File: src/hdl/rv_core_defines.svh
`ifndef RV_CORE_DEFINES_SVH
`define RV_CORE_DEFINES_SVH

// Machine word and register file geometry
`define XLEN 32
`define REG_ADDR_W 5

// Data memory index width, 64 words
`define DMEM_AW 6

// Fetch address after reset
`define RESET_PC 32'h0000_0000

`endif
File: src/hdl/rv_core_pkg.sv
`default_nettype none

`include "rv_core_defines.svh"

package rv_core_pkg;

    typedef enum logic [6:0] {
        OP_LOAD  = 7'b0000011,
        OP_STORE = 7'b0100011,
        OP_IMM   = 7'b0010011,
        OP_REG   = 7'b0110011
    } opcode_e;

    typedef enum logic [1:0] {
        ALU_OP_ADD = 2'b00, // Address calculation
        ALU_OP_REG = 2'b10, // funct7[5] picks SUB
        ALU_OP_IMM = 2'b11  // funct7 is immediate bits here
    } alu_op_e;

    typedef enum logic [3:0] {
        ALU_AND = 4'b0000,
        ALU_OR  = 4'b0001,
        ALU_ADD = 4'b0010,
        ALU_SUB = 4'b0110,
        ALU_SLT = 4'b0111,
        ALU_NOR = 4'b1100
    } alu_ctrl_e;

    typedef struct packed {
        logic [6:0]             funct7;
        logic [`REG_ADDR_W-1:0] rs2;
        logic [`REG_ADDR_W-1:0] rs1;
        logic [2:0]             funct3;
        logic [`REG_ADDR_W-1:0] rd;
        logic [6:0]             opcode;
    } instr_ri_t;

    typedef struct packed {
        logic [6:0]             imm_hi;
        logic [`REG_ADDR_W-1:0] rs2;
        logic [`REG_ADDR_W-1:0] rs1;
        logic [2:0]             funct3;
        logic [4:0]             imm_lo;
        logic [6:0]             opcode;
    } instr_s_t;

    // Same word, two field layouts
    typedef union packed {
        instr_ri_t ri;
        instr_s_t  s;
    } instr_t;

    typedef struct packed {
        logic    alu_src;   // Immediate as operand B
        logic    mem_read;
        logic    mem_write;
        logic    reg_write;
        alu_op_e alu_op;
    } ctrl_t;

    typedef struct packed {
        logic             valid;
        logic [`XLEN-1:0] pc;
        instr_t           instr;
    } if_id_t;

    typedef struct packed {
        logic                   valid;
        ctrl_t                  ctrl;
        logic [`REG_ADDR_W-1:0] rs1;
        logic [`REG_ADDR_W-1:0] rs2;
        logic [`REG_ADDR_W-1:0] rd;
        logic [`XLEN-1:0]       rs1_data;
        logic [`XLEN-1:0]       rs2_data;
        logic [`XLEN-1:0]       imm;
        logic [2:0]             funct3;
        logic                   sub_bit;
    } id_ex_t;

    typedef struct packed {
        logic                   valid;
        logic                   mem_read;
        logic                   mem_write;
        logic                   reg_write;
        logic [`REG_ADDR_W-1:0] rd;
        logic [`XLEN-1:0]       alu_result;
        logic [`XLEN-1:0]       store_data;
    } ex_mem_t;

    typedef struct packed {
        logic                   valid; // Register write to a nonzero rd
        logic [`REG_ADDR_W-1:0] rd;
        logic [`XLEN-1:0]       data;
    } wb_t;

endpackage

`default_nettype wire

File: src/hdl/register_file.sv
`default_nettype none

`include "rv_core_defines.svh"

module register_file (
    input  logic                   clk,
    input  logic                   reset,
    input  logic [`REG_ADDR_W-1:0] rs1_addr,
    input  logic [`REG_ADDR_W-1:0] rs2_addr,
    input  rv_core_pkg::wb_t       wb,
    output logic [`XLEN-1:0]       rs1_data,
    output logic [`XLEN-1:0]       rs2_data
);

    localparam int unsigned NUM_REGS = 2 ** `REG_ADDR_W;

    logic [`XLEN-1:0] regs [1:NUM_REGS-1]; // x0 has no storage

    // x0 reads zero, a write in flight wins over the stored value
    function automatic logic [`XLEN-1:0] read_port(input logic [`REG_ADDR_W-1:0] addr);
        if (addr == '0) begin
            return '0;
        end else if (wb.valid && (wb.rd == addr)) begin
            return wb.data;
        end
        return regs[addr];
    endfunction

    always_comb begin
        rs1_data = read_port(rs1_addr);
        rs2_data = read_port(rs2_addr);
    end

    always_ff @(posedge clk) begin
        if (reset) begin
            for (int i = 1; i < NUM_REGS; i++) begin
                regs[i] <= '0;
            end
        end else if (wb.valid && (wb.rd != '0)) begin
            regs[wb.rd] <= wb.data;
        end
    end

endmodule

`default_nettype wire

File: config.mk
export PLATFORM = sky130hd
export DESIGN_NAME = register_file
export DESIGN_NICKNAME = d
export VERILOG_FILES = /design/src/hdl/rv_core_pkg.sv /design/src/hdl/register_file.sv
export VERILOG_INCLUDE_DIRS = /design/src /design/src/hdl
export SDC_FILE = /design/constraint.sdc
export NUM_CORES = 2
export LEC_CHECK = 0
export BUFFER_PORTS_ARGS = -buffer_cell sky130_fd_sc_hd__buf_2
export CELL_PAD_IN_SITES_DETAIL_PLACEMENT = 1
export CELL_PAD_IN_SITES_GLOBAL_PLACEMENT = 1
export CORE_ASPECT_RATIO = 1.2
export CORE_UTILIZATION = 60
export CTS_BUF_LIST = sky130_fd_sc_hd__clkbuf_2 sky130_fd_sc_hd__clkbuf_4 sky130_fd_sc_hd__clkbuf_8
export DETAILED_ROUTE_END_ITERATION = 10
export GPL_ROUTABILITY_DRIVEN = 0
export HOLD_SLACK_MARGIN = 0.12
export PLACE_DENSITY_LB_ADDON = 0.12
export SLEW_MARGIN = 20
export SYNTH_ARGS = -nofsm -noshare
export SYNTH_HDL_FRONTEND = slang
export SYNTH_SLANG_ARGS = --single-unit
File: constraint.sdc
create_clock -name clk -period 12.6 [get_ports clk]
set_clock_uncertainty 0.15 [all_clocks]
set_input_delay 3.78 -clock clk [delete_from_list [all_inputs] [get_ports clk]]
set_output_delay 3.78 -clock clk [all_outputs]
set_load 0.02 [all_outputs]
==> impl_metrics.ini <==
[clocking]
cts_root_buf = clkbuf_8
htree_levels = 4
cts_hold_buf = 0
cts_tree = yes
clk_path_buf_depth = 3
numCtsBuffers = 168
clk_pin_slew_ns = 0.06
cts.sinks = 1024
cts.repair.resized = 0
cts_setup_buffers = 0

[sta]
fin_tns_setup_ns = 0
setup_viol = 0
fin_crit_sh_pct = 87.7
fmax_mhz = 90.5
drv_slew = 0
maxSlewHeadroom_pct = 16.4
min_period_ns = 11.06
holdWs_ns = 3.25
finalHoldViolations = 0
rsz0062_at_grt = no
worstMarginPinSlew_ns = 1.25

[drt]
wl_per_cell_um = 38.5
vias_per_cell = 7.43
first_pass_iters = 7
antenna_left = 0
route.detailed.drc = 0
drt-initial-drc-count = 5678
wirelength_mm = 198
vias = 38171

[setup_path]
crit_type = in2out
critPathRequiredTime_ns = 8.67
crit_chain = clkbuf_8 > xor2_1 > nor4_1 > o211a_1 > buf_4 > a22oi_1 > nand2_1 > buf_2
critPathMaxFanout = 71
max_stage_delay_ns = 0.93
slowest_stage = nor4_1
crit_path_end_kind = output pin
arrival_ns = 7.13
crit_buf_inv = 3
worst_path_dominant_cell_family = buffers and inverters
worst_setup_path_start_kind = primary input

[floorplan]
core_area_um2 = 91000
dieArea_um2 = 93300
rows = 121
die_w_um = 279
start_util_pct = 60.7
ios = 114
die_h_um = 334

[cells_and_area]
finalNetCount = 3816
drive_gt1_share_pct = 27.0
largest_reg_flops = 1024
syn_to_final_growth_pct = 8.80
final_cells = 5134
top_regs = regs x1024
regMostFlops = regs
fin_util_pct = 66.1
final_area_um2 = 60100

[synthesis]
synthMuxAreaShare_pct = 23.1
synth-compound-area-share_pct = 4.07
yosysMostFrequentCell = edfxtp_1
avgSynthCellArea_um2 = 14.8
ys_types = 47
ys_top_cells_by_count = 1,024 x edfxtp_1, 994 x and2_1, 460 x mux4_2
ys_ff_latch = 1024
synth_edf_count = 1024
synthesis.instances = 3744
async_flop_share_pct = 0
synth-adder-area-share_pct = 0
synth.area.top_cells = edfxtp_1 56%, mux4_2 19%, and2_1 11%
yosysWarnings = 0
yosysTopAreaCellShare_pct = 55.7
synth_top_family_by_area = multiplexers
yosysTopAreaCell = edfxtp_1
yosysSeqAreaShare_pct = 55.7
synthXorXnorAreaFrac_pct = 0.159
synth_area_um2 = 55200
synth-simple-area-share_pct = 13.7
synthFlopType = edfxtp_1

[run]
cap_violations = 0

[place]
place_inst = 4826
portBuffers = 113
post_dp_cell_area_um2 = 56900
hpwl_mm = 114

[global_routing]
gr-total-overflow = 0
grt_pass1_vias = 40021
antenna_found_initial = 18
grt_pass1_wl_mm = 281
grt_usage_pct = 42.9
grt_max_degree = 111

[power_and_ir_drop]
power.leakage_nw = 21.1
p_per_area_nw_per_um2 = 133
peakVddDrop_mv = 0.0869

[outcome]
run_status = complete, no violations

[min_path]
hold_path_class = in2reg
==> per-stage QoR <==
stage	total power [mW]	setup WS (ns)
finish	7.99	1.54
global route	8.14	1.46
CTS	7.95	1.68
detailed placement	5.17	1.68
global placement	5.10	1.77
floorplan	4.74	3.13
==> cells by family after synthesis <==
family	count (synthesis)
multiplexers	697
AND/OR/NAND/NOR	1282
AO/OA/AOI/OAI	310
other	1
buffers and inverters	420
flip-flops	1024
XOR/XNOR	10
==> cell type report <==
type	instances	area, um^2
clock inverters	64	315
well taps	1230	1540
inverters	18	68.8
diodes	11	27.5
clock buffers	233	2820
fillers	8167	30900
flip-flops and latches	1024	30700
repair buffers	223	1540
multi-input cells	2331	23000
==> cells in the final DEF (no fill, tap or decap), drive strengths merged, types with 32 or more instances in the layout <==
cell type and count:
a21oi 39, a221oi 48, a22oi 53, and2 994, buf 222, clkbuf 234
clkinv 55, conb 32, edfxtp 1024, mux2 40, mux2i 197, mux4 460
nand2 94, nand3 47, nor2 70, o211ai 41, o21ai 33, or2 34
==> layer usage <==
layer  global-route usage, %  part of all wire [%]  up-vias
met2                    68.5                    48     3245
met3                    11.2                    13      763
met5                       0                 0.051        -
met1                    53.8                    33    19755
met4                    24.0                   5.9       14
li1                        -                     -    14394
==> path summary, 6_finish.rpt <==
kind         from     endpoint  slack (ns)  depth (start not counted)
max   rs1_addr[2]  rs1_data[6]        1.54                          8
min         wb[6]   regs[0][6]        3.25                          1
==> power breakdown <==
group / leakage [nW] / internal (mW) / switching (mW)
logic: 9.70 / 0.418 / 0.672
clock network: 1.65 / 1.46 / 1.39
registers: 9.75 / 3.94 / 0.112
total: 21.1 / 5.82 / 2.17
(Power assumes the default switching activity.)
