**src/hdl/rv_core_defines.svh**
```systemverilog
`ifndef RV_CORE_DEFINES_SVH
`define RV_CORE_DEFINES_SVH

// Machine word and register file geometry
`define XLEN 32
`define REG_ADDR_W 5

// Data memory index width, 64 words
`define DMEM_AW 6

// Fetch address after reset
`define RESET_PC 32'h0000_0000

`endif
```
**src/hdl/rv_core_pkg.sv**
```systemverilog
`default_nettype none

`include "rv_core_defines.svh"

package rv_core_pkg;

    typedef enum logic [6:0] {
        OP_LOAD  = 7'b0000011,
        OP_STORE = 7'b0100011,
        OP_IMM   = 7'b0010011,
        OP_REG   = 7'b0110011
    } opcode_e;

    typedef enum logic [1:0] {
        ALU_OP_ADD = 2'b00, // Address calculation
        ALU_OP_REG = 2'b10, // funct7[5] picks SUB
        ALU_OP_IMM = 2'b11  // funct7 is immediate bits here
    } alu_op_e;

    typedef enum logic [3:0] {
        ALU_AND = 4'b0000,
        ALU_OR  = 4'b0001,
        ALU_ADD = 4'b0010,
        ALU_SUB = 4'b0110,
        ALU_SLT = 4'b0111,
        ALU_NOR = 4'b1100
    } alu_ctrl_e;

    typedef struct packed {
        logic [6:0]             funct7;
        logic [`REG_ADDR_W-1:0] rs2;
        logic [`REG_ADDR_W-1:0] rs1;
        logic [2:0]             funct3;
        logic [`REG_ADDR_W-1:0] rd;
        logic [6:0]             opcode;
    } instr_ri_t;

    typedef struct packed {
        logic [6:0]             imm_hi;
        logic [`REG_ADDR_W-1:0] rs2;
        logic [`REG_ADDR_W-1:0] rs1;
        logic [2:0]             funct3;
        logic [4:0]             imm_lo;
        logic [6:0]             opcode;
    } instr_s_t;

    // Same word, two field layouts
    typedef union packed {
        instr_ri_t ri;
        instr_s_t  s;
    } instr_t;

    typedef struct packed {
        logic    alu_src;   // Immediate as operand B
        logic    mem_read;
        logic    mem_write;
        logic    reg_write;
        alu_op_e alu_op;
    } ctrl_t;

    typedef struct packed {
        logic             valid;
        logic [`XLEN-1:0] pc;
        instr_t           instr;
    } if_id_t;

    typedef struct packed {
        logic                   valid;
        ctrl_t                  ctrl;
        logic [`REG_ADDR_W-1:0] rs1;
        logic [`REG_ADDR_W-1:0] rs2;
        logic [`REG_ADDR_W-1:0] rd;
        logic [`XLEN-1:0]       rs1_data;
        logic [`XLEN-1:0]       rs2_data;
        logic [`XLEN-1:0]       imm;
        logic [2:0]             funct3;
        logic                   sub_bit;
    } id_ex_t;

    typedef struct packed {
        logic                   valid;
        logic                   mem_read;
        logic                   mem_write;
        logic                   reg_write;
        logic [`REG_ADDR_W-1:0] rd;
        logic [`XLEN-1:0]       alu_result;
        logic [`XLEN-1:0]       store_data;
    } ex_mem_t;

    typedef struct packed {
        logic                   valid; // Register write to a nonzero rd
        logic [`REG_ADDR_W-1:0] rd;
        logic [`XLEN-1:0]       data;
    } wb_t;

endpackage

`default_nettype wire

```
**src/hdl/fetch_stage.sv**
```systemverilog
`default_nettype none

`include "rv_core_defines.svh"

module fetch_stage (
    input  logic                clk,
    input  logic                reset,
    input  logic                stall,
    input  logic [`XLEN-1:0]    imem_rdata,
    output logic [`XLEN-1:0]    imem_addr,
    output rv_core_pkg::if_id_t if_id
);

    logic [`XLEN-1:0] pc;
    logic [`XLEN-1:0] pc_next;

    assign imem_addr = pc; // Instruction comes back in the same cycle

    // Hold on a load-use stall
    assign pc_next = stall ? pc : pc + `XLEN'd4;

    always_ff @(posedge clk) begin
        if (reset) begin
            pc <= `RESET_PC;
        end else begin
            pc <= pc_next;
        end
    end

    always_ff @(posedge clk) begin
        if (reset) begin
            if_id.valid <= 1'b0;
        end else if (!stall) begin
            if_id.valid <= 1'b1;
            if_id.pc    <= pc;
            if_id.instr <= imem_rdata; // Raw word, decode picks the view
        end
    end

endmodule

`default_nettype wire

```
**config.mk**
```make
export PLATFORM = sky130hd
export DESIGN_NAME = fetch_stage
export DESIGN_NICKNAME = d
export VERILOG_FILES = /design/src/hdl/rv_core_pkg.sv /design/src/hdl/fetch_stage.sv
export VERILOG_INCLUDE_DIRS = /design/src /design/src/hdl
export SDC_FILE = /design/constraint.sdc
export NUM_CORES = 1
export LEC_CHECK = 0
export ABC_AREA = 1
export BUFFER_PORTS_ARGS = -buffer_cell sky130_fd_sc_hd__buf_2
export CAP_MARGIN = 20
export CELL_PAD_IN_SITES_DETAIL_PLACEMENT = 0
export CELL_PAD_IN_SITES_GLOBAL_PLACEMENT = 1
export CORE_MARGIN = 2
export CORE_UTILIZATION = 40
export CTS_CLUSTER_SIZE = 10
export DETAILED_ROUTE_END_ITERATION = 8
export PLACE_DENSITY = 0.84
export SETUP_SLACK_MARGIN = 0.4
export SLEW_MARGIN = 20
export SYNTH_ARGS = -nofsm -noshare
export SYNTH_HDL_FRONTEND = slang
export SYNTH_SLANG_ARGS = --single-unit
```
**constraint.sdc**
```tcl
create_clock -name clk -period 6.7 [get_ports clk]
set_input_delay 0.67 -clock clk [delete_from_list [all_inputs] [get_ports clk]]
set_output_delay 0.67 -clock clk [all_outputs]
set_load 0.1 [all_outputs]
```
==> flow_summary.yaml <==
status:
  status: "complete, no violations"
sta:
  relSlewSlack: 0.480
  fmax_ghz: 0.497
  finalSetupTns_ns: 0
  maxSlewViolCount: 0
  setup_viol: 0
  setup_ws_ns: 4.69
  min_period_ns: 2.01
  finalHoldViolCount: 0
  rsz0062_at_grt: "no"
  tightest_slew_ns: 0.779
  clock_skew_ns: 0.00874
  min_period_over_period: 0.300
grt:
  grt_start_max_net_pins: 42
  grt_pass1_vias: 2468
  grt_pass1_wl_mm: 12.4
  grt_usage: 0.163
  grt_overflow: 0
  antenna_found_initial: 0
worst_setup_path:
  cp_max_fo: 8
  cp.required_ns: 6.03
  cp_top_family: "flip-flops"
  arrival_ns: 1.34
  cp_cell_sequence: "buf_2"
  cp-end-kind: "primary output"
  max_stage_delay_ns: 0.49
  path_buf_inv: 1
  slowest_stage: "dfxtp_1"
  criticalPathCategory: "register to primary output"
  reg2reg_slack_ns: 5.14
  cp-start-kind: "register"
route:
  routed-via-count: 2656
  drc_errors: 0
  ant_nets: 0
  drt-total-wl_mm: 7.71
  viasPerCell: 4.68
  drt-initial-drc-count: 123
  wire_per_inst_um: 13.6
  firstDrtPassIters: 4
cts:
  clkSinkCount: 93
  htreeDepth: 3
  cts_tree: "yes"
  clk_path_buf_depth: 2
  holdBufCountCts: 0
  clk_pin_slew_ns: 0.10
  cts_setup_buffers: 0
  cts_resized: 0
  clk_latency_ns: 0.36
  numCtsBuffers: 9
  clock-root-buffer: "clkbuf_8"
synth:
  synth-seq-cells: 93
  synth_compound_gate_area_share: 0.0427
  synth_common_cells: "edfxtp_1 (62), nor2_1 (59), nand2_1 (57)"
  synthesis.area_um2: 3540
  yosysUniqueCellTypes: 29
  synth_top_cell_by_area: "edfxtp_1"
  synth_async_sr_flop_share: 0
  yosysSeqAreaShare: 0.700
  synth_area_leaders: "edfxtp_1 (53%), dfxtp_1 (18%), nor2_1 (6.2%)"
  synth-edff-count: 62
  yosys.area_share.adder: 0.00353
  synth_top_family_by_area: "simple AND/OR/NAND/NOR gates"
  yosys_warnings: 0
  synth_area_per_cell_um2: 11.1
  synth_top_area_share: 0.525
  netlist_instances: 319
  synth_mux_area_frac: 0
  ys.flop_type: "edfxtp_1"
  synth-simple-area-share: 0.206
  synth_most_common_cell: "edfxtp_1"
  synthXorXnorAreaFrac: 0.00741
floorplan:
  core_um2: 8640
  dieArea_um2: 9630
  num_rows: 34
  die_width_um: 98.1
  ioPinCount: 132
  die_h_um: 98.1
  start_util: 0.410
layout:
  syn_to_final_growth_pct: 26.4
  multi_input_area_um2: 945
  final_nets: 490
  ff_latch_area_um2: 2480
  n_antenna_cell: 0
  drive_above_1_share: 0.349
  fillerInstances: 786
placement:
  gp_congestion: 0.807
  dp_hpwl_mm: 5.63
  dp_slack_ns: 4.37
  port_buffers: 127
job:
  cap_violations: 0
power:
  ir_drop_uv: 100
  p_leak_nw: 1.89
  powerDensity_nw_per_um2: 263
worst_hold_path:
  worstHoldPathType: "primary input to register"
-- final cells by class --
cell class	instances	area share
clock buffers	10	0.0285
inverters	25	0.0209
well taps	108	0.0302
clock inverters	6	0.0120
repair buffers	128	0.144
multi-input cells	197	0.211
flip-flops and latches	93	0.554
-- final timing paths --
kind,from,cells past startpoint,endpoint
worst min register to register,if_id[64]$_SDFFE_PP0N_,2,if_id[64]$_SDFFE_PP0N_
worst max-delay path,imem_addr[4]$_SDFFE_PP0N_,1,imem_addr[4]
worst max register to register,imem_addr[3]$_SDFFE_PP0N_,8,imem_addr[16]$_SDFFE_PP0N_
worst min-delay path,imem_rdata[21],1,if_id[21]$_DFFE_PP_
-- per-layer routing --
layer / global-route usage / wire [µm] / up-vias
met5: 0 / 0 / -
met4: 0.0590 / 125 / 0
met3: 0.0494 / 627 / 11
met2: 0.244 / 3330 / 109
met1: 0.226 / 3620 / 1194
li1: - / - / 1342
-- cell usage in the layout, fill, tap and decap left out, types with 3 or more instances in the layout --
cell type / synthesis / layout
nor3_1: 3 / 3
buf_2: 1 / 127
nand2_2: 3 / 3
nor2_4: 4 / 5
nand2_1: 57 / 57
nor2_1: 59 / 58
inv_6: 0 / 3
inv_1: 24 / 24
conb_1: 1 / 4
nor2_2: 4 / 4
a21oi_1: 19 / 19
clkbuf_8: 0 / 9
edfxtp_1: 62 / 62
dfxtp_1: 31 / 31
o21ai_0: 9 / 9
nand3_1: 14 / 14
nand4_1: 9 / 9
-- cells by family after synthesis --
family / Yosys count
AND/OR/NAND/NOR: 159
flip-flops: 93
buffers and inverters: 32
AO/OA/AOI/OAI: 30
XOR/XNOR: 3
adder cells (fa/ha/maj): 1
other: 1
-- flip-flops by register name (all words and copies together) (netlist names) --
name       cells
imem_addr     30
if_id         63
-- per-stage QoR --
stage	area [µm²]	power, mW	hold WS [ns]	util	instances
2_1_floorplan	3560	0.813	0.760	-	322
6_report	4480	1.18	0.475	0.519	567
4_1_cts	4480	1.19	0.460	0.519	567
3_3_place_gp	4300	0.840	0.474	0.498	551
5_1_grt	4480	1.22	0.454	0.519	567
3_5_place_dp	4300	0.843	0.479	0.498	551
-- worst register-to-register path: stages (launching register included) --
cell and delay, ns:
dfxtp_1 0.44, ha_1 0.18, inv_1 0.05, nor2_2 0.24, nand3_2 0.15, nor2_2 0.20, nand3_1 0.09, nand2_1 0.07
nor2_1 0.05
-- power by group --
group	total [mW]	leakage [nW]	internal, mW	switching [mW]
Combinational	0.192	0.935	0.0222	0.170
Sequential	0.636	0.861	0.630	0.00553
Clock	0.350	0.0898	0.142	0.208
Total	1.18	1.89	0.795	0.383
(Power assumes the default switching activity.)
