<file path="config.mk">
export PLATFORM = sky130hd
export DESIGN_NAME = memory_stage
export DESIGN_NICKNAME = d
export VERILOG_FILES = /design/src/hdl/rv_core_pkg.sv /design/src/hdl/memory_stage.sv
export VERILOG_INCLUDE_DIRS = /design/src /design/src/hdl
export SDC_FILE = /design/constraint.sdc
export NUM_CORES = 2
export LEC_CHECK = 0
export ABC_CLOCK_PERIOD_IN_PS = 4900
export BUFFER_PORTS_ARGS = -buffer_cell sky130_fd_sc_hd__buf_2
export CORE_MARGIN = 2
export CORE_UTILIZATION = 55
export CTS_CLUSTER_SIZE = 20
export DETAILED_ROUTE_END_ITERATION = 10
export PLACE_DENSITY = 0.74
export SYNTH_ARGS = -nofsm -noshare
export SYNTH_HDL_FRONTEND = slang
export SYNTH_SLANG_ARGS = --single-unit
</file>
<file path="constraint.sdc">
create_clock -name clk -period 4.9 [get_ports clk]
set_input_delay 0.735 -clock clk [delete_from_list [all_inputs] [get_ports clk]]
set_output_delay 0.735 -clock clk [all_outputs]
set_load 0.01 [all_outputs]
</file>
<file path="src/hdl/rv_core_defines.svh">
`ifndef RV_CORE_DEFINES_SVH
`define RV_CORE_DEFINES_SVH

// Machine word and register file geometry
`define XLEN 32
`define REG_ADDR_W 5

// Data memory index width, 64 words
`define DMEM_AW 6

// Fetch address after reset
`define RESET_PC 32'h0000_0000

`endif
</file>
<file path="src/hdl/rv_core_pkg.sv">
`default_nettype none

`include "rv_core_defines.svh"

package rv_core_pkg;

    typedef enum logic [6:0] {
        OP_LOAD  = 7'b0000011,
        OP_STORE = 7'b0100011,
        OP_IMM   = 7'b0010011,
        OP_REG   = 7'b0110011
    } opcode_e;

    typedef enum logic [1:0] {
        ALU_OP_ADD = 2'b00, // Address calculation
        ALU_OP_REG = 2'b10, // funct7[5] picks SUB
        ALU_OP_IMM = 2'b11  // funct7 is immediate bits here
    } alu_op_e;

    typedef enum logic [3:0] {
        ALU_AND = 4'b0000,
        ALU_OR  = 4'b0001,
        ALU_ADD = 4'b0010,
        ALU_SUB = 4'b0110,
        ALU_SLT = 4'b0111,
        ALU_NOR = 4'b1100
    } alu_ctrl_e;

    typedef struct packed {
        logic [6:0]             funct7;
        logic [`REG_ADDR_W-1:0] rs2;
        logic [`REG_ADDR_W-1:0] rs1;
        logic [2:0]             funct3;
        logic [`REG_ADDR_W-1:0] rd;
        logic [6:0]             opcode;
    } instr_ri_t;

    typedef struct packed {
        logic [6:0]             imm_hi;
        logic [`REG_ADDR_W-1:0] rs2;
        logic [`REG_ADDR_W-1:0] rs1;
        logic [2:0]             funct3;
        logic [4:0]             imm_lo;
        logic [6:0]             opcode;
    } instr_s_t;

    // Same word, two field layouts
    typedef union packed {
        instr_ri_t ri;
        instr_s_t  s;
    } instr_t;

    typedef struct packed {
        logic    alu_src;   // Immediate as operand B
        logic    mem_read;
        logic    mem_write;
        logic    reg_write;
        alu_op_e alu_op;
    } ctrl_t;

    typedef struct packed {
        logic             valid;
        logic [`XLEN-1:0] pc;
        instr_t           instr;
    } if_id_t;

    typedef struct packed {
        logic                   valid;
        ctrl_t                  ctrl;
        logic [`REG_ADDR_W-1:0] rs1;
        logic [`REG_ADDR_W-1:0] rs2;
        logic [`REG_ADDR_W-1:0] rd;
        logic [`XLEN-1:0]       rs1_data;
        logic [`XLEN-1:0]       rs2_data;
        logic [`XLEN-1:0]       imm;
        logic [2:0]             funct3;
        logic                   sub_bit;
    } id_ex_t;

    typedef struct packed {
        logic                   valid;
        logic                   mem_read;
        logic                   mem_write;
        logic                   reg_write;
        logic [`REG_ADDR_W-1:0] rd;
        logic [`XLEN-1:0]       alu_result;
        logic [`XLEN-1:0]       store_data;
    } ex_mem_t;

    typedef struct packed {
        logic                   valid; // Register write to a nonzero rd
        logic [`REG_ADDR_W-1:0] rd;
        logic [`XLEN-1:0]       data;
    } wb_t;

endpackage

`default_nettype wire

</file>
<file path="src/hdl/memory_stage.sv">
`default_nettype none

`include "rv_core_defines.svh"

module memory_stage (
    input  logic                 clk,
    input  logic                 reset,
    input  rv_core_pkg::ex_mem_t ex_mem,
    output rv_core_pkg::wb_t     wb
);

    localparam int unsigned DMEM_WORDS = 2 ** `DMEM_AW;

    logic [`XLEN-1:0]    dmem [DMEM_WORDS];
    logic [`DMEM_AW-1:0] dmem_idx;
    logic [`XLEN-1:0]    dmem_rdata;

    // Word index, byte offset dropped
    assign dmem_idx   = ex_mem.alu_result[`DMEM_AW+1:2];
    assign dmem_rdata = dmem[dmem_idx];

    always_ff @(posedge clk) begin
        if (reset) begin
            for (int i = 0; i < DMEM_WORDS; i++) begin
                dmem[i] <= '0;
            end
        end else if (ex_mem.valid && ex_mem.mem_write) begin
            dmem[dmem_idx] <= ex_mem.store_data;
        end
    end

    // MEM/WB register, load data or ALU result
    always_ff @(posedge clk) begin
        if (reset) begin
            wb.valid <= 1'b0;
        end else begin
            wb.valid <= ex_mem.valid && ex_mem.reg_write && (ex_mem.rd != '0);
            wb.rd    <= ex_mem.rd;
            wb.data  <= ex_mem.mem_read ? dmem_rdata : ex_mem.alu_result;
        end
    end

endmodule

`default_nettype wire

</file>
==> results.sh <==
export IMPL_highest_layer="met5"
export IMPL_h_tree_depth=4
export IMPL_hp_class="in -> reg"
export IMPL_vias=63300
export IMPL_crit_path_end_kind="flop"
export IMPL_layout_min_cycle_time_ps=4340
export IMPL_antenna_found_initial=48
export IMPL_layout_commonest_cell="edfxtp_1"
export IMPL_slowest_delay_ps=910
export IMPL_clk_pin_slew_ps=60
export IMPL_clockPowerShare_pct=38.9
export IMPL_place_congestion=1.06
export IMPL_comb_power_share_pct=9.0
export IMPL_pwr_share_seq_pct=52.1
export IMPL_wl_per_cell_um=37.8
export IMPL_maxSlewViolCount=2
export IMPL_crit_path_top_delay_cell="a22oi_1"
export IMPL_synthesis_nets=6784
export IMPL_grt_pass1_vias=60300
export IMPL_finalHoldViolations=0
export IMPL_via_per_inst=6.88
export IMPL_cts_tree="yes"
export IMPL_ctsResizeCount=0
export IMPL_wl_met3_um=56700
export IMPL_final_setup_tns_ps=0
export IMPL_fmax_ghz=0.230
export IMPL_min_path_cells=1
export IMPL_finalSetupViolCount=0
export IMPL_startpoint_type="primary input"
export IMPL_path_cells="buf_8 -> buf_12 -> nor2b_4 -> buf_4 -> a22oi_1 -> a22oi_1 -> nor2_1 -> nor4_1 -> a31oi_1"
export IMPL_max_slew_margin_pct=-3.20
export IMPL_ant_nets=0
export IMPL_min_from="ex_mem[64]"
export IMPL_p_sw_share_pct=24.8
export IMPL_drv_cap=1
export IMPL_rr_startpoint="dmem[29][9]$_SDFFCE_PN0P_"
export IMPL_portBuffers=112
export IMPL_synth_cell_types=72
export IMPL_layout_worst_path_cycle_share_pct=88.6
export IMPL_finalPower_mw=40.0
export IMPL_cts_setup_buffers=0
export IMPL_rsz0062_at_grt="false"
export IMPL_leakage_nw=37.1
export IMPL_initial_utilization_pct=55.4
export IMPL_drc=0
export IMPL_syn_area_per_cell_um2=14.2
export IMPL_clk_insertion_delay_late_ps=880
export IMPL_syn_inst=6709
export IMPL_wl_met2_um=147000
export IMPL_dr_first_iter_drc_count=11400
export IMPL_final_cell_mix="2085 x edfxtp_1, 2050 x and2_1, 336 x buf_4, 223 x mux2i_1, 217 x a221oi_1"
export IMPL_io_pins=113
export IMPL_cellPowerDensity_mw_per_mm2=377
export IMPL_synth_edf_count=2085
export IMPL_postRouteWirelength_um=348000
export IMPL_num_fill_cells=12600
export IMPL_die_h_um=420
export IMPL_rows=152
export IMPL_cp_max_fo=59
export IMPL_cts_root_buf="clkbuf_16"
export IMPL_ir_drop_uv=376
export IMPL_synth_ff_type="edfxtp_1"
export IMPL_ys_ff_latch=2086
export IMPL_rrSetupSlack_ps=1450
export IMPL_drive_above_1_share_pct=17.9
export IMPL_clk_path_buf_depth=3
export IMPL_clock_sink_count=2086
export IMPL_p_int_mw=30.1
export IMPL_synth_seq_area_share_pct=66.0
export IMPL_postLayoutCellArea_mm2=0.106
export IMPL_cp_data_arrival_time_ps=4920
export IMPL_syn_to_final_growth_pct=11.8
export IMPL_cp_required_ps=5480
export IMPL_synth_area_mm2=0.0950
export IMPL_layout_area_seq_mm2=0.0626
export IMPL_dieArea_mm2=0.176
export IMPL_async_flop_share_pct=0
export IMPL_drt_pass1_iter_count=6
export IMPL_r2r_end="wb[9]$_DFFE_PN_"
export IMPL_switching_power_mw=9.92
export IMPL_dieWidth_um=420
export IMPL_tightest_slew_ps=1530
export IMPL_r2r_cells=6
export IMPL_violations="capacitance limit, slew limit"
export IMPL_path_depth=9
export IMPL_holdBufCountCts=0
export IMPL_nets=6766
export IMPL_overflow=0
export IMPL_status="finished, violations left"
export IMPL_min_to="wb[32]$_DFFE_PN_"
export IMPL_hpwlAfterDp_um=209000
export IMPL_grtUsageTotal_pct=39.6
export IMPL_placed_cell_area_mm2=0.0996
export IMPL_crit_type="in -> reg"
export IMPL_cpMostUsedCell="a22oi_1"
export IMPL_fin_skew_ps=41.4
export IMPL_cts_inserted_buffers=209
export IMPL_grt_start_max_net_pins=65
export IMPL_synth_warnings=0
export IMPL_multi_input_area_mm2=0.0300
export IMPL_cp_buffers_inverters=3
export IMPL_grt_pass1_wl_um=480000
export IMPL_wl_met1_um=112000
export IMPL_core_mm2=0.172
export IMPL_cpLargestDelayFamily="simple AND/OR/NAND/NOR gates"
[sequential cells by signal, summed over array words and instances, names as in the netlist]
| register | cells |
|---|---|
| dmem | 2048 |
| wb | 38 |
[worst max path at each step]
stage,end,from,slack (ps)
floorplan,dmem[19][0]$_SDFFCE_PN0P_,ex_mem[38],190
global placement,wb[9]$_DFFE_PN_,ex_mem[34],330
detailed placement,wb[11]$_DFFE_PN_,ex_mem[35],370
CTS,wb[11]$_DFFE_PN_,ex_mem[35],1300
global route,wb[9]$_DFFE_PN_,ex_mem[35],910
finish,wb[9]$_DFFE_PN_,ex_mem[35],560
[worst register-to-register path, cell delays in order, from the launching register on]
cell and delay (ps):
edfxtp_1 360, mux2_1 360, a221o_1 330, a22oi_1 880
nor2_1 130, nor4_1 910, a31oi_1 180
[synth_stat cells, types with 7 or more instances]
cell,n,area [um^2]
nand4_1,9,56.3
nand2_1,90,338
clkbuf_1,488,1830
a221o_1,40,400
o22ai_1,79,494
buf_2,106,531
mux4_2,178,4010
buf_4,42,315
mux2_2,114,1280
a22oi_1,139,1040
o2bb2ai_1,18,158
o21ai_1,15,75.1
mux2i_1,223,2230
o221ai_1,18,158
nor2_2,7,43.8
buf_6,27,304
a221oi_1,218,1910
o22a_1,17,149
a21oi_1,98,490
o21ai_0,149,746
a211oi_1,11,82.6
o2111ai_1,8,70.1
edfxtp_1,2085,62600
buf_1,53,199
nor3_1,11,55.1
o32a_1,18,180
or2_2,8,50.1
a22o_1,30,263
a222oi_1,9,90.1
nand3_1,24,120
mux2_1,13,146
a31oi_1,25,156
and2_1,2053,12800
nor2_1,192,721
[power by group through the flow]
stage	logic (mW)	registers, mW	clock network [mW]
6_report	3.59	20.8	15.6
5_1_grt	3.58	20.9	16.2
4_1_cts	3.39	20.8	15.5
3_5_place_dp	3.38	21.2	0
3_3_place_gp	3.35	21.1	0
2_1_floorplan	1.71	21.1	0
[layer usage]
| layer | global-route usage, % | up-vias |
|---|---|---|
| met4 | 29.8 | 30 |
| met2 | 55.6 | 5789 |
| met5 | 0.917 | - |
| li1 | - | 24800 |
| met3 | 16.1 | 1369 |
| met1 | 49.0 | 31300 |
[stage by stage]
stage	hold WS, ps	instances	setup slack [ps]	utilization (%)
final	56.4	9201	559	61.9
after global routing	45.0	9179	908	61.8
after CTS	1.09	9172	1300	61.8
after detailed placement	781	8787	367	58.0
after global placement	744	8786	334	58.0
after floorplan	673	6709	191	-
[cell type report]
class,count,share of cell area (%)
multi-input combinational,3897,28.3
tap,2310,2.72
antenna,26,0.0613
timing repair buffer,492,3.82
clock buffer,267,5.17
inverter,5,0.0330
sequential,2086,59.0
clock inverter,118,0.897
[cell families after synthesis]
group | share of synthesized area, %
flip-flops | 66.0
AND/OR/NAND/NOR | 15.4
buffers and inverters | 3.46
AO/OA/AOI/OAI | 7.15
multiplexers | 8.08
Power figures use the tool's default switching activity.
