### config.mk
export PLATFORM = sky130hd
export DESIGN_NAME = execute_stage
export DESIGN_NICKNAME = d
export VERILOG_FILES = /design/src/hdl/rv_core_pkg.sv /design/src/hdl/execute_stage.sv
export VERILOG_INCLUDE_DIRS = /design/src /design/src/hdl
export SDC_FILE = /design/constraint.sdc
export NUM_CORES = 1
export LEC_CHECK = 0
export BUFFER_PORTS_ARGS = -buffer_cell sky130_fd_sc_hd__buf_2
export CORE_AREA = 2 2 165 167
export CTS_BUF_LIST = sky130_fd_sc_hd__clkbuf_16
export DETAILED_ROUTE_END_ITERATION = 12
export DIE_AREA = 0 0 167 169
export GPL_ROUTABILITY_DRIVEN = 0
export GPL_TIMING_DRIVEN = 0
export RECOVER_POWER = 100
export SYNTH_ARGS = -nofsm -noshare
export SYNTH_HDL_FRONTEND = slang
export SYNTH_SLANG_ARGS = --single-unit
### constraint.sdc
create_clock -name clk -period 15.8 [get_ports clk]
set_clock_uncertainty 0.05 [all_clocks]
set_input_delay 3.16 -clock clk [delete_from_list [all_inputs] [get_ports clk]]
set_output_delay 3.16 -clock clk [all_outputs]
set_load 0.01 [all_outputs]
### src/hdl/rv_core_defines.svh
`ifndef RV_CORE_DEFINES_SVH
`define RV_CORE_DEFINES_SVH

// Machine word and register file geometry
`define XLEN 32
`define REG_ADDR_W 5

// Data memory index width, 64 words
`define DMEM_AW 6

// Fetch address after reset
`define RESET_PC 32'h0000_0000

`endif
### src/hdl/rv_core_pkg.sv
`default_nettype none

`include "rv_core_defines.svh"

package rv_core_pkg;

    typedef enum logic [6:0] {
        OP_LOAD  = 7'b0000011,
        OP_STORE = 7'b0100011,
        OP_IMM   = 7'b0010011,
        OP_REG   = 7'b0110011
    } opcode_e;

    typedef enum logic [1:0] {
        ALU_OP_ADD = 2'b00, // Address calculation
        ALU_OP_REG = 2'b10, // funct7[5] picks SUB
        ALU_OP_IMM = 2'b11  // funct7 is immediate bits here
    } alu_op_e;

    typedef enum logic [3:0] {
        ALU_AND = 4'b0000,
        ALU_OR  = 4'b0001,
        ALU_ADD = 4'b0010,
        ALU_SUB = 4'b0110,
        ALU_SLT = 4'b0111,
        ALU_NOR = 4'b1100
    } alu_ctrl_e;

    typedef struct packed {
        logic [6:0]             funct7;
        logic [`REG_ADDR_W-1:0] rs2;
        logic [`REG_ADDR_W-1:0] rs1;
        logic [2:0]             funct3;
        logic [`REG_ADDR_W-1:0] rd;
        logic [6:0]             opcode;
    } instr_ri_t;

    typedef struct packed {
        logic [6:0]             imm_hi;
        logic [`REG_ADDR_W-1:0] rs2;
        logic [`REG_ADDR_W-1:0] rs1;
        logic [2:0]             funct3;
        logic [4:0]             imm_lo;
        logic [6:0]             opcode;
    } instr_s_t;

    // Same word, two field layouts
    typedef union packed {
        instr_ri_t ri;
        instr_s_t  s;
    } instr_t;

    typedef struct packed {
        logic    alu_src;   // Immediate as operand B
        logic    mem_read;
        logic    mem_write;
        logic    reg_write;
        alu_op_e alu_op;
    } ctrl_t;

    typedef struct packed {
        logic             valid;
        logic [`XLEN-1:0] pc;
        instr_t           instr;
    } if_id_t;

    typedef struct packed {
        logic                   valid;
        ctrl_t                  ctrl;
        logic [`REG_ADDR_W-1:0] rs1;
        logic [`REG_ADDR_W-1:0] rs2;
        logic [`REG_ADDR_W-1:0] rd;
        logic [`XLEN-1:0]       rs1_data;
        logic [`XLEN-1:0]       rs2_data;
        logic [`XLEN-1:0]       imm;
        logic [2:0]             funct3;
        logic                   sub_bit;
    } id_ex_t;

    typedef struct packed {
        logic                   valid;
        logic                   mem_read;
        logic                   mem_write;
        logic                   reg_write;
        logic [`REG_ADDR_W-1:0] rd;
        logic [`XLEN-1:0]       alu_result;
        logic [`XLEN-1:0]       store_data;
    } ex_mem_t;

    typedef struct packed {
        logic                   valid; // Register write to a nonzero rd
        logic [`REG_ADDR_W-1:0] rd;
        logic [`XLEN-1:0]       data;
    } wb_t;

endpackage

`default_nettype wire

### src/hdl/execute_stage.sv
`default_nettype none

`include "rv_core_defines.svh"

module execute_stage (
    input  logic                 clk,
    input  logic                 reset,
    input  rv_core_pkg::id_ex_t  id_ex,
    input  rv_core_pkg::wb_t     wb,
    output rv_core_pkg::ex_mem_t ex_mem
);

    import rv_core_pkg::*;

    logic             mem_fwd_ok;
    logic [`XLEN-1:0] op_a;
    logic [`XLEN-1:0] rs2_fwd;
    logic [`XLEN-1:0] op_b;
    alu_ctrl_e        alu_ctrl;
    logic [`XLEN-1:0] alu_result;

    // EX/MEM may hold a result the current instruction needs
    assign mem_fwd_ok = ex_mem.valid && ex_mem.reg_write && (ex_mem.rd != '0);

    // Newest value first: EX/MEM, then write-back, then the register read
    function automatic logic [`XLEN-1:0] forward_operand(
        input logic [`REG_ADDR_W-1:0] rs,
        input logic [`XLEN-1:0]       reg_data
    );
        if (mem_fwd_ok && (ex_mem.rd == rs)) begin
            return ex_mem.alu_result;
        end else if (wb.valid && (wb.rd == rs)) begin
            return wb.data;
        end
        return reg_data;
    endfunction

    always_comb begin
        op_a    = forward_operand(id_ex.rs1, id_ex.rs1_data);
        rs2_fwd = forward_operand(id_ex.rs2, id_ex.rs2_data);
        op_b    = id_ex.ctrl.alu_src ? id_ex.imm : rs2_fwd;
    end

    // ALU control
    always_comb begin
        alu_ctrl = ALU_ADD; // Loads and stores
        if (id_ex.ctrl.alu_op != ALU_OP_ADD) begin
            case (id_ex.funct3)
                3'b000: begin
                    if ((id_ex.ctrl.alu_op == ALU_OP_REG) && id_ex.sub_bit) begin
                        alu_ctrl = ALU_SUB;
                    end else begin
                        alu_ctrl = ALU_ADD;
                    end
                end
                3'b010:  alu_ctrl = ALU_SLT;
                3'b100:  alu_ctrl = ALU_NOR;
                3'b110:  alu_ctrl = ALU_OR;
                3'b111:  alu_ctrl = ALU_AND;
                default: alu_ctrl = ALU_AND; // Unused codes
            endcase
        end
    end

    always_comb begin
        case (alu_ctrl)
            ALU_AND: alu_result = op_a & op_b;
            ALU_OR:  alu_result = op_a | op_b;
            ALU_ADD: alu_result = op_a + op_b;
            ALU_SUB: alu_result = op_a - op_b;
            ALU_SLT: alu_result = {{(`XLEN-1){1'b0}}, $signed(op_a) < $signed(op_b)};
            ALU_NOR: alu_result = ~(op_a | op_b);
            default: alu_result = '0;
        endcase
    end

    always_ff @(posedge clk) begin
        if (reset) begin
            ex_mem.valid     <= 1'b0;
            ex_mem.mem_read  <= 1'b0;
            ex_mem.mem_write <= 1'b0;
            ex_mem.reg_write <= 1'b0;
        end else begin
            ex_mem.valid      <= id_ex.valid;
            ex_mem.mem_read   <= id_ex.valid && id_ex.ctrl.mem_read;
            ex_mem.mem_write  <= id_ex.valid && id_ex.ctrl.mem_write;
            ex_mem.reg_write  <= id_ex.valid && id_ex.ctrl.reg_write;
            ex_mem.rd         <= id_ex.rd;
            ex_mem.alu_result <= alu_result;
            ex_mem.store_data <= rs2_fwd; // Forwarded, not the stale read
        end
    end

endmodule

`default_nettype wire

==> metrics <==
outcome=complete, but fails checks; failing checks=max-capacitance violations, max-slew violations; Reg area=2150 µm²; cts bufs inserted=9; fin util=between 40 and 50%; Worst Max-Slew Pin Slew=2.92 ns; Fmax=0.103 GHz; PnR Total Power=791 µW; synthesized net count=1366; largest family of logic cells by synthesized area=compound AO/OA/AOI/OAI gates; DIE WIDTH=167 µm; Initial Utilization=around a third; Filler cells=about 2800; vias per inst=5.69; crit path kind=input pin to flop; Cells after DPL=1677; first drt pass iteration count=7; crit path launch type=input pin; Syn. warnings=0; Top Registers=ex_mem (73); sequential-to-total area share from yosys stat=23.5%; final cell count without fillers=1693; initial antenna violation count=0; Synth Cell Area=slightly above 9000 µm²; main flop type after synthesis=edfxtp_1; leading cell type by number of instances after synthesis=ha_1; number of enable flip-flop cells after synthesis=a little under 70; register with the most flip-flops=ex_mem; register bit total from synthesis=73; fin crit share=approximately 61%; layout cells sized above 1=14.7%; mux share of post-synthesis cell area=10.5%; Clock Pin Slew Worst Setup and Hold Paths=approximately 0.070 ns; Port Buf Inserts=233; clock tree sinks=between 70 and 80; Synth Area in Simple Gates=a little over an eighth; final antenna-violating net count=0; RSZ-0062 raised after global routing=false; latest clock arrival within the worst-skew pair=0.36 ns; final hold violations=0; Via Count=between 9000 and 10000; DRC=0; Post-synth ARST share=0%; Worst Path Required=15.83 ns; pre-CTS setup slack=between 6 and 7 ns; die area=~28000 µm²; vias in the first global route=9286; Starting DRT DRC Count=843; Worst Path Arrival=9.72 ns; Tmin final=9.70 ns; Mapped Cells=1102; Synth Area per Inst=8.30 µm²; Adder-Cell Fraction of Synth Area=14.1%; top-area cell type share of the netlist area=22.6%; Fin Setup TNS=0 ns; Die H=~170 µm; Final WS setup=6.10 ns; slew margin rel.=-94.8%; pin count of the biggest net entering global routing=48; max-slew violation count=48; Area contributors post-synth=edfxtp_1, ha_1, mux2i_1; CTS tree=yes; DP HPWL=27200 µm; final wirelength=35900 µm; FP Rows=60; MaxCap Viol Count=1; Critical Path Fanout Max=10; Cell variety after synth=just over 80; gr ovfl total=0; Max clock buf depth=2; Ant. Diodes=0; Cell Area, Placed=~11000 µm²; area of the multi-input gates=approximately 6400 µm²; drt wl/cell=21.2 µm; worst hold slack=about 0.58 ns; Static Leak=4.64 nW; Synth Area in XOR/XNOR=4.98%; first-pass GRT wire length=54000 µm; clock root cell=clkbuf_16; most common library cells after synthesis=ha_1, inv_1, nand2_1, mux2i_1, o21ai_0; compound-gate portion of the synthesized area=26.6%; Final #Nets=1611; H-tree levels=3; # setup viols final=0; post-cts sizing count=0; power per cell area=72.5 nW/µm²; Overall Global Routing Usage=approximately 25%; Max VDD drop=0.0503 mV; hold_buf cts=0; CP Capture Type=flop; setup bufs post-CTS=0; number of flip-flops in the largest register=73; HP Class=flop to flop; Yosys top cell by area=edfxtp_1; synth-to-layout area growth=19.2%; Design Area, Final=10900 µm²; Core Area=26500 µm²; IO Count=235
==> cell type report <==
| type | count | share of cell area, % |
|---|---|---|
| Buffer | 67 | 2.33 |
| Clock buffer | 9 | 2.07 |
| Clock inverter | 7 | 0.436 |
| Inverter | 98 | 3.39 |
| Multi-Input combinational cell | 864 | 58.3 |
| Sequential cell | 73 | 19.7 |
| Tap cell | 341 | 3.91 |
| Timing Repair Buffer | 234 | 9.85 |
==> cells by family (layout without fill, tap and decap cells) <==
group                      count (synthesis)  in the layout
AOI/OAI and AO/OA                        358            358
buffers and inverters                    165            415
adders and majority gates                102            102
DFF                                       73             73
xor gates and xnor gates                  52             52
muxes                                     95             95
and+or+nand+nor                          257            257
==> path summary, 6_finish.rpt <==
kind	start	to	slack (ns)	depth (start not counted)
max	id_ex[113]	ex_mem[58]	6.10	22
min reg2reg	ex_mem[45]	ex_mem[13]	0.58	2
min	ex_mem[45]	ex_mem[13]	0.58	2
max reg2reg	ex_mem[66]	ex_mem[59]	8.64	18
==> routing by layer <==
layer  wire [µm]  track usage (%)  vias up  share of wire [%]
li1            -                -     4517                  -
met2       15900             39.5      487                 44
met3        2790             4.16       89                7.8
met4        1640             10.4        0                4.6
met1       15600             33.2     4534                 43
met5           0                0        -                  0
==> where the power goes <==
part           internal [mW]  switching [mW]  leakage (nW)  total, mW
combinational          0.126           0.208          3.81      0.334
sequential             0.239          0.0152         0.708      0.255
clock                  0.106          0.0965         0.119      0.202
==> critical path, stage by stage <==
cell and delay, ns:
buf_2 0.12, xor2_1 0.15, nor4_1 0.50, and2_0 0.21
clkbuf_1 0.52, clkbuf_1 0.67, mux2i_1 0.20, nand2_1 0.14
o21ai_0 0.20, inv_1 0.12, ha_1 0.19, inv_1 0.07
fa_1 0.48, nor2b_1 0.17, o31a_1 0.23, o21ai_0 0.24
nor4b_1 0.66, nor3_1 0.16, nor4_1 0.49, o21ai_0 0.37
a2111oi_0 0.46, o21ai_0 0.18
==> cells in the final DEF (no fill, tap or decap), drive strengths merged, types with 8 or more instances in the layout <==
| master | count |
|---|---|
| a221o | 8 |
| a31oi | 14 |
| nor3 | 18 |
| inv | 96 |
| and3 | 8 |
| mux2i | 87 |
| a22oi | 25 |
| a21oi | 62 |
| buf | 161 |
| clkbuf | 149 |
| o211ai | 9 |
| a221oi | 16 |
| o22ai | 12 |
| a21o | 19 |
| a211oi | 12 |
| o21ai | 93 |
| nand3 | 13 |
| nor2b | 13 |
| o31ai | 9 |
| xnor2 | 13 |
| nor2 | 61 |
| o21bai | 12 |
| and2 | 9 |
| ha | 100 |
| xor2 | 39 |
| mux2 | 8 |
| o21a | 20 |
| edfxtp | 69 |
| nand2 | 92 |
Power figures use the tool's default switching activity.
