`src/hdl/rv_core_defines.svh`:
```
`ifndef RV_CORE_DEFINES_SVH
`define RV_CORE_DEFINES_SVH

// Machine word and register file geometry
`define XLEN 32
`define REG_ADDR_W 5

// Data memory index width, 64 words
`define DMEM_AW 6

// Fetch address after reset
`define RESET_PC 32'h0000_0000

`endif
```
`src/hdl/rv_core_pkg.sv`:
```
`default_nettype none

`include "rv_core_defines.svh"

package rv_core_pkg;

    typedef enum logic [6:0] {
        OP_LOAD  = 7'b0000011,
        OP_STORE = 7'b0100011,
        OP_IMM   = 7'b0010011,
        OP_REG   = 7'b0110011
    } opcode_e;

    typedef enum logic [1:0] {
        ALU_OP_ADD = 2'b00, // Address calculation
        ALU_OP_REG = 2'b10, // funct7[5] picks SUB
        ALU_OP_IMM = 2'b11  // funct7 is immediate bits here
    } alu_op_e;

    typedef enum logic [3:0] {
        ALU_AND = 4'b0000,
        ALU_OR  = 4'b0001,
        ALU_ADD = 4'b0010,
        ALU_SUB = 4'b0110,
        ALU_SLT = 4'b0111,
        ALU_NOR = 4'b1100
    } alu_ctrl_e;

    typedef struct packed {
        logic [6:0]             funct7;
        logic [`REG_ADDR_W-1:0] rs2;
        logic [`REG_ADDR_W-1:0] rs1;
        logic [2:0]             funct3;
        logic [`REG_ADDR_W-1:0] rd;
        logic [6:0]             opcode;
    } instr_ri_t;

    typedef struct packed {
        logic [6:0]             imm_hi;
        logic [`REG_ADDR_W-1:0] rs2;
        logic [`REG_ADDR_W-1:0] rs1;
        logic [2:0]             funct3;
        logic [4:0]             imm_lo;
        logic [6:0]             opcode;
    } instr_s_t;

    // Same word, two field layouts
    typedef union packed {
        instr_ri_t ri;
        instr_s_t  s;
    } instr_t;

    typedef struct packed {
        logic    alu_src;   // Immediate as operand B
        logic    mem_read;
        logic    mem_write;
        logic    reg_write;
        alu_op_e alu_op;
    } ctrl_t;

    typedef struct packed {
        logic             valid;
        logic [`XLEN-1:0] pc;
        instr_t           instr;
    } if_id_t;

    typedef struct packed {
        logic                   valid;
        ctrl_t                  ctrl;
        logic [`REG_ADDR_W-1:0] rs1;
        logic [`REG_ADDR_W-1:0] rs2;
        logic [`REG_ADDR_W-1:0] rd;
        logic [`XLEN-1:0]       rs1_data;
        logic [`XLEN-1:0]       rs2_data;
        logic [`XLEN-1:0]       imm;
        logic [2:0]             funct3;
        logic                   sub_bit;
    } id_ex_t;

    typedef struct packed {
        logic                   valid;
        logic                   mem_read;
        logic                   mem_write;
        logic                   reg_write;
        logic [`REG_ADDR_W-1:0] rd;
        logic [`XLEN-1:0]       alu_result;
        logic [`XLEN-1:0]       store_data;
    } ex_mem_t;

    typedef struct packed {
        logic                   valid; // Register write to a nonzero rd
        logic [`REG_ADDR_W-1:0] rd;
        logic [`XLEN-1:0]       data;
    } wb_t;

endpackage

`default_nettype wire

```
`src/hdl/decode_stage.sv`:
```
`default_nettype none

`include "rv_core_defines.svh"

module decode_stage (
    input  logic                   clk,
    input  logic                   reset,
    input  rv_core_pkg::if_id_t    if_id,
    input  logic [`XLEN-1:0]       rs1_data,
    input  logic [`XLEN-1:0]       rs2_data,
    output logic [`REG_ADDR_W-1:0] rs1_addr,
    output logic [`REG_ADDR_W-1:0] rs2_addr,
    output logic                   stall,
    output rv_core_pkg::id_ex_t    id_ex
);

    import rv_core_pkg::*;

    instr_t           instr;
    ctrl_t            ctrl;
    logic [`XLEN-1:0] imm;
    logic             load_hazard;

    assign instr    = if_id.instr;
    assign rs1_addr = instr.ri.rs1;
    assign rs2_addr = instr.ri.rs2;

    // Main control
    always_comb begin
        ctrl           = '0;
        ctrl.alu_op    = ALU_OP_ADD;
        if (if_id.valid) begin
            case (instr.ri.opcode)
                OP_LOAD: begin
                    ctrl.alu_src   = 1'b1;
                    ctrl.mem_read  = 1'b1;
                    ctrl.reg_write = 1'b1;
                end
                OP_STORE: begin
                    ctrl.alu_src   = 1'b1;
                    ctrl.mem_write = 1'b1;
                end
                OP_IMM: begin
                    ctrl.alu_src   = 1'b1;
                    ctrl.reg_write = 1'b1;
                    ctrl.alu_op    = ALU_OP_IMM;
                end
                OP_REG: begin
                    ctrl.reg_write = 1'b1;
                    ctrl.alu_op    = ALU_OP_REG;
                end
                default: begin
                    // Anything else passes through as a no-op
                end
            endcase
        end
    end

    // Sign-extended immediate, S layout only for stores
    always_comb begin
        if (instr.ri.opcode == OP_STORE) begin
            imm = {{(`XLEN-12){instr.s.imm_hi[6]}}, instr.s.imm_hi, instr.s.imm_lo};
        end else begin
            imm = {{(`XLEN-12){instr.ri.funct7[6]}}, instr.ri.funct7, instr.ri.rs2};
        end
    end

    // Load in EX whose result the next instruction needs
    assign load_hazard = id_ex.valid && id_ex.ctrl.mem_read && (id_ex.rd != '0) &&
                         ((id_ex.rd == rs1_addr) || (id_ex.rd == rs2_addr));
    assign stall = if_id.valid && load_hazard;

    always_ff @(posedge clk) begin
        if (reset) begin
            id_ex.valid <= 1'b0;
            id_ex.ctrl  <= '0;
        end else if (stall) begin
            id_ex.valid <= 1'b0; // Bubble
            id_ex.ctrl  <= '0;
        end else begin
            id_ex.valid    <= if_id.valid;
            id_ex.ctrl     <= ctrl;
            id_ex.rs1      <= rs1_addr;
            id_ex.rs2      <= rs2_addr;
            id_ex.rd       <= instr.ri.rd;
            id_ex.rs1_data <= rs1_data;
            id_ex.rs2_data <= rs2_data;
            id_ex.imm      <= imm;
            id_ex.funct3   <= instr.ri.funct3;
            id_ex.sub_bit  <= instr.ri.funct7[5]; // Only meaningful for R-type
        end
    end

endmodule

`default_nettype wire

```
`config.mk`:
```
export PLATFORM = sky130hd
export DESIGN_NAME = decode_stage
export DESIGN_NICKNAME = d
export VERILOG_FILES = /design/src/hdl/rv_core_pkg.sv /design/src/hdl/decode_stage.sv
export VERILOG_INCLUDE_DIRS = /design/src /design/src/hdl
export SDC_FILE = /design/constraint.sdc
export NUM_CORES = 1
export LEC_CHECK = 0
export BUFFER_PORTS_ARGS = -buffer_cell sky130_fd_sc_hd__buf_2
export CORE_AREA = 2 2 102 104
export DETAILED_ROUTE_END_ITERATION = 8
export DIE_AREA = 0 0 104 106
export GPL_ROUTABILITY_DRIVEN = 0
export PLACE_DENSITY = 0.81
export REMOVE_ABC_BUFFERS = 1
export SYNTH_ARGS = -nofsm -noshare
export SYNTH_HDL_FRONTEND = slang
export SYNTH_SLANG_ARGS = --single-unit
export TNS_END_PERCENT = 10
```
`constraint.sdc`:
```
create_clock -name clk -period 5.2 [get_ports clk]
set_input_delay 0 -clock clk [delete_from_list [all_inputs] [get_ports clk]]
set_output_delay 0 -clock clk [all_outputs]
set_load 0.1 [all_outputs]
```
==> impl_results.rst <==
.. list-table::
   :header-rows: 1

   * - Metric
     - Value
   * - Cell count after synthesis
     - 170
   * - Clock transition at the registers of the reported paths
     - 90 ps
   * - Num CTS Buffers
     - 9
   * - Count of placed standard cells in the final layout, fillers left out
     - 615
   * - Setup-failing EPs final
     - 0
   * - Proportion of register bits with asynchronous set or reset after synthesis
     - 0%
   * - Most instantiated cells after synthesis
     - 94 x sky130_fd_sc_hd__edfxtp_1, 31 x sky130_fd_sc_hd__buf_4, 7 x sky130_fd_sc_hd__dfxtp_1
   * - Final ANT Viol Nets
     - 0
   * - Number of port buffers
     - 231
   * - Die outline area
     - 11020 µm²
   * - Avg Inst Size Synth
     - 20.62 µm²
   * - Final critical path time including I/O delays and setup
     - 2400 ps
   * - Clock latency on the worst-skew pair
     - 360 ps
   * - Post-synthesis to final-layout area growth
     - 63.42%
   * - Slew margin rel.
     - about three fifths
   * - Average wire per cell in the routed design
     - 15.58 µm
   * - Worst hold path class
     - input pin to flip-flop
   * - Max Cap Violations
     - 0
   * - RSZ-0062 raised after global routing
     - no
   * - Number of flops mapped to enable cells by yosys
     - 94
   * - Via Count
     - 2595
   * - Leakage power
     - 2.480 nW
   * - Synth area leader
     - sky130_fd_sc_hd__edfxtp_1
   * - Number of cells after detailed placement
     - 507
   * - Number of nets in the final layout
     - 605
   * - Max frequency
     - 416.6 MHz
   * - Root Buffer
     - sky130_fd_sc_hd__clkbuf_8
   * - Critical path cell sequence
     - or4_1 > o2111ai_2 > a21oi_2 > nor2_4 > buf_4
   * - Total wirelength of the detailed-routed design
     - ~9.6 mm
   * - Die Span Y
     - 106 µm
   * - First-pass GRT wire length
     - approximately 14 mm
   * - Result of the run
     - completed
   * - Cell types occupying the most area after synthesis
     - sky130_fd_sc_hd__edfxtp_1 81%, sky130_fd_sc_hd__buf_4 6.6%, sky130_fd_sc_hd__dfxtp_1 4.0%, sky130_fd_sc_hd__mux2_2 1.6%, sky130_fd_sc_hd__xor2_1 1.5%
   * - Max Used Layer
     - met4
   * - Met3 wire length
     - roughly 680 µm
   * - Max FFs per register
     - ~100
   * - Total gr overflow
     - 0
   * - Critical path startpoint
     - id_ex[102]
   * - Transition at the pin with the smallest max-transition slack
     - between 600 and 700 ps
   * - Hold-fix buffers at CTS
     - 92
   * - Power Dens Cells
     - about 390 nW/µm²
   * - Setup crit start kind
     - flip-flop
   * - Total global routing track utilization
     - 17.22%
   * - Aggregate negative setup slack
     - 0 ps
   * - Required time worst endpoint
     - just over 5000 ps
   * - Number of vias per cell after detailed routing
     - ~4.2
   * - Slowest stage cell, crit path
     - sky130_fd_sc_hd__or4_1
   * - Clock tree from TritonCTS
     - built
   * - Antenna violations before repair
     - 0
   * - Startpoint of the worst register-to-register path
     - id_ex[102]
   * - Clock tree buffer depth
     - 2
   * - Worst-case clock skew
     - 10.12 ps
   * - Total I/O pin count
     - around 260
   * - Highest net fanout along the worst path
     - 49
   * - Maximum number of pins on one net before global-route repair
     - 50
   * - Placement Setup Slack
     - 2767 ps
   * - Total iterations of the first detailed-routing run
     - 4
   * - CTS sink count
     - 101
   * - Fraction of the core area covered by cells at the end of the flow
     - 57.29%
   * - Data arrival time of the critical path
     - between 2000 and 2500 ps
   * - Final critical-path setup slack
     - 2800 ps
   * - Fraction of final layout cells with drive strength greater than 1
     - 53.77%
   * - Core ar.
     - about 10000 µm²
   * - Die width
     - 104 µm
   * - Cell with the most instances after synthesis
     - sky130_fd_sc_hd__edfxtp_1
   * - Crit end category
     - flip-flop
   * - Most frequently used flop master after synthesis
     - sky130_fd_sc_hd__edfxtp_1
   * - Critical Setup Path Class
     - flip-flop to flip-flop
   * - Initial standard-cell utilization of the core
     - 35.06%
   * - Post-route DRC violation count
     - 0
   * - Row Count
     - 37
   * - Total setup buffers inserted after CTS
     - 0
   * - Flop and latch count out of synthesis
     - 101
   * - CP max stage delay
     - 570 ps
   * - Start point of the worst min-delay path
     - if_id[64]
   * - Share of Yosys cell area claimed by the top area cell type
     - 80.51%
   * - Portion of the clock cycle consumed by the worst path in the final layout
     - 46.16%
   * - Pins Over Slew Limit
     - 0
   * - Total number of yosys warnings
     - 0
   * - Portion of the post-synthesis area used by sequential elements
     - a little over four fifths
   * - Top register by number of flip-flops
     - id_ex
   * - Final-report hold violation count
     - 0
   * - Detailed route wirelength on metal2
     - 5.337 mm
   * - Cell variety after synth
     - 21
   * - Largest regs
     - id_ex: 101 flops
   * - Resized Gates After CTS
     - 0
   * - Maximum vdd drop
     - between 0.00015 and 0.0002 V
   * - Mapped Area
     - 3506 µm²
   * - Routed metal-1 wirelength
     - 3.399 mm
   * - Starting DRT DRC Count
     - 112
   * - Number of global-route vias before repair
     - 2734
   * - H-Tree Depth
     - 3
   * - Number of inserted filler cells in the final layout
     - approximately 830
   * - Worst hold slack
     - 53.78 ps
   * - Detailed placer's ending HPWL
     - just over 6 mm
==> layout by cell type, fill, tap and decap left out <==
| cell | instances |
|---|---|
| sky130_fd_sc_hd__xnor2_1 | 4 |
| sky130_fd_sc_hd__a2111oi_1 | 1 |
| sky130_fd_sc_hd__mux2_2 | 5 |
| sky130_fd_sc_hd__bufinv_16 | 1 |
| sky130_fd_sc_hd__nand3_1 | 2 |
| sky130_fd_sc_hd__nor2_4 | 1 |
| sky130_fd_sc_hd__nor2_1 | 2 |
| sky130_fd_sc_hd__dlygate4sd3_1 | 92 |
| sky130_fd_sc_hd__nand2b_1 | 2 |
| sky130_fd_sc_hd__diode_2 | 1 |
| sky130_fd_sc_hd__nor4_1 | 2 |
| sky130_fd_sc_hd__buf_2 | 231 |
| sky130_fd_sc_hd__a2111oi_2 | 1 |
| sky130_fd_sc_hd__edfxtp_1 | 94 |
| sky130_fd_sc_hd__buf_4 | 2 |
| sky130_fd_sc_hd__dfxtp_1 | 7 |
| sky130_fd_sc_hd__a21oi_2 | 1 |
| sky130_fd_sc_hd__nor3b_1 | 1 |
| sky130_fd_sc_hd__nor3b_4 | 1 |
| sky130_fd_sc_hd__xor2_1 | 6 |
| sky130_fd_sc_hd__or4_1 | 3 |
| sky130_fd_sc_hd__clkinv_2 | 1 |
| sky130_fd_sc_hd__clkbuf_8 | 9 |
| sky130_fd_sc_hd__nor3_1 | 2 |
| sky130_fd_sc_hd__nand2_1 | 1 |
| sky130_fd_sc_hd__clkinv_1 | 1 |
| sky130_fd_sc_hd__clkinv_4 | 3 |
| sky130_fd_sc_hd__o2111ai_2 | 1 |
| sky130_fd_sc_hd__inv_1 | 1 |
==> report_power, final <==
group / leakage (nW) / internal [W] / switching [W]
Combinational: 1.41 / 0.000128 / 0.000632
Clock: 0.0967 / 0.000220 / 0.000255
Sequential: 0.977 / 0.000954 / 0.0000213
==> path summary, 6_finish.rpt <==
path	cells past startpoint	end	slack, ps
hold / removal	3	id_ex[121]	50
setup reg to reg	5	id_ex[89]	2800
setup / recovery	5	id_ex[89]	2800
hold reg to reg	3	id_ex[119]	620
==> cells by family (layout without fill, tap and decap cells) <==
kind of cell	Yosys count	after routing	synth area share, %
DFF	101	101	84.51
buffers and inverters	33	341	6.888
and+or+nand+nor	17	17	3.105
xor gates and xnor gates	10	10	2.498
muxes	5	5	1.606
AOI/OAI and AO/OA	4	4	1.392
other	0	1	0
==> layer usage <==
layer	vias up	track usage [%]
met5	-	0
met4	0	8.591
met3	11	4.844
met2	146	32.80
met1	1221	17.04
li1	1217	-
==> worst max-delay path: cells and delay by family (launching register included) <==
| family | cells | cell delay (ps) |
|---|---|---|
| buffers and inverters | 1 | 490 |
| and+or+nand+nor | 2 | 690 |
| DFF | 1 | 480 |
| AOI/OAI and AO/OA | 2 | 330 |
==> metrics by stage <==
step	total power (W)	area, µm²
floorplan	0.001550	3268
global route	0.002276	5727
CTS	0.002224	5727
global placement	0.001694	4617
detailed placement	0.001699	4617
finish	0.002211	5729
==> final cells by class <==
cell class	instances	area, µm²	share of cell area [%]
Inverter	1	3.754	0.06552
Clock buffer	9	123.9	2.162
Tap cell	136	170.2	2.970
Timing Repair Buffer	325	2092	36.51
Multi-Input combinational cell	36	309.0	5.394
Antenna cell	1	2.502	0.04368
Clock inverter	6	65.06	1.136
Sequential cell	101	2963	51.71
Note: power is estimated with default switching activity, not from simulation.
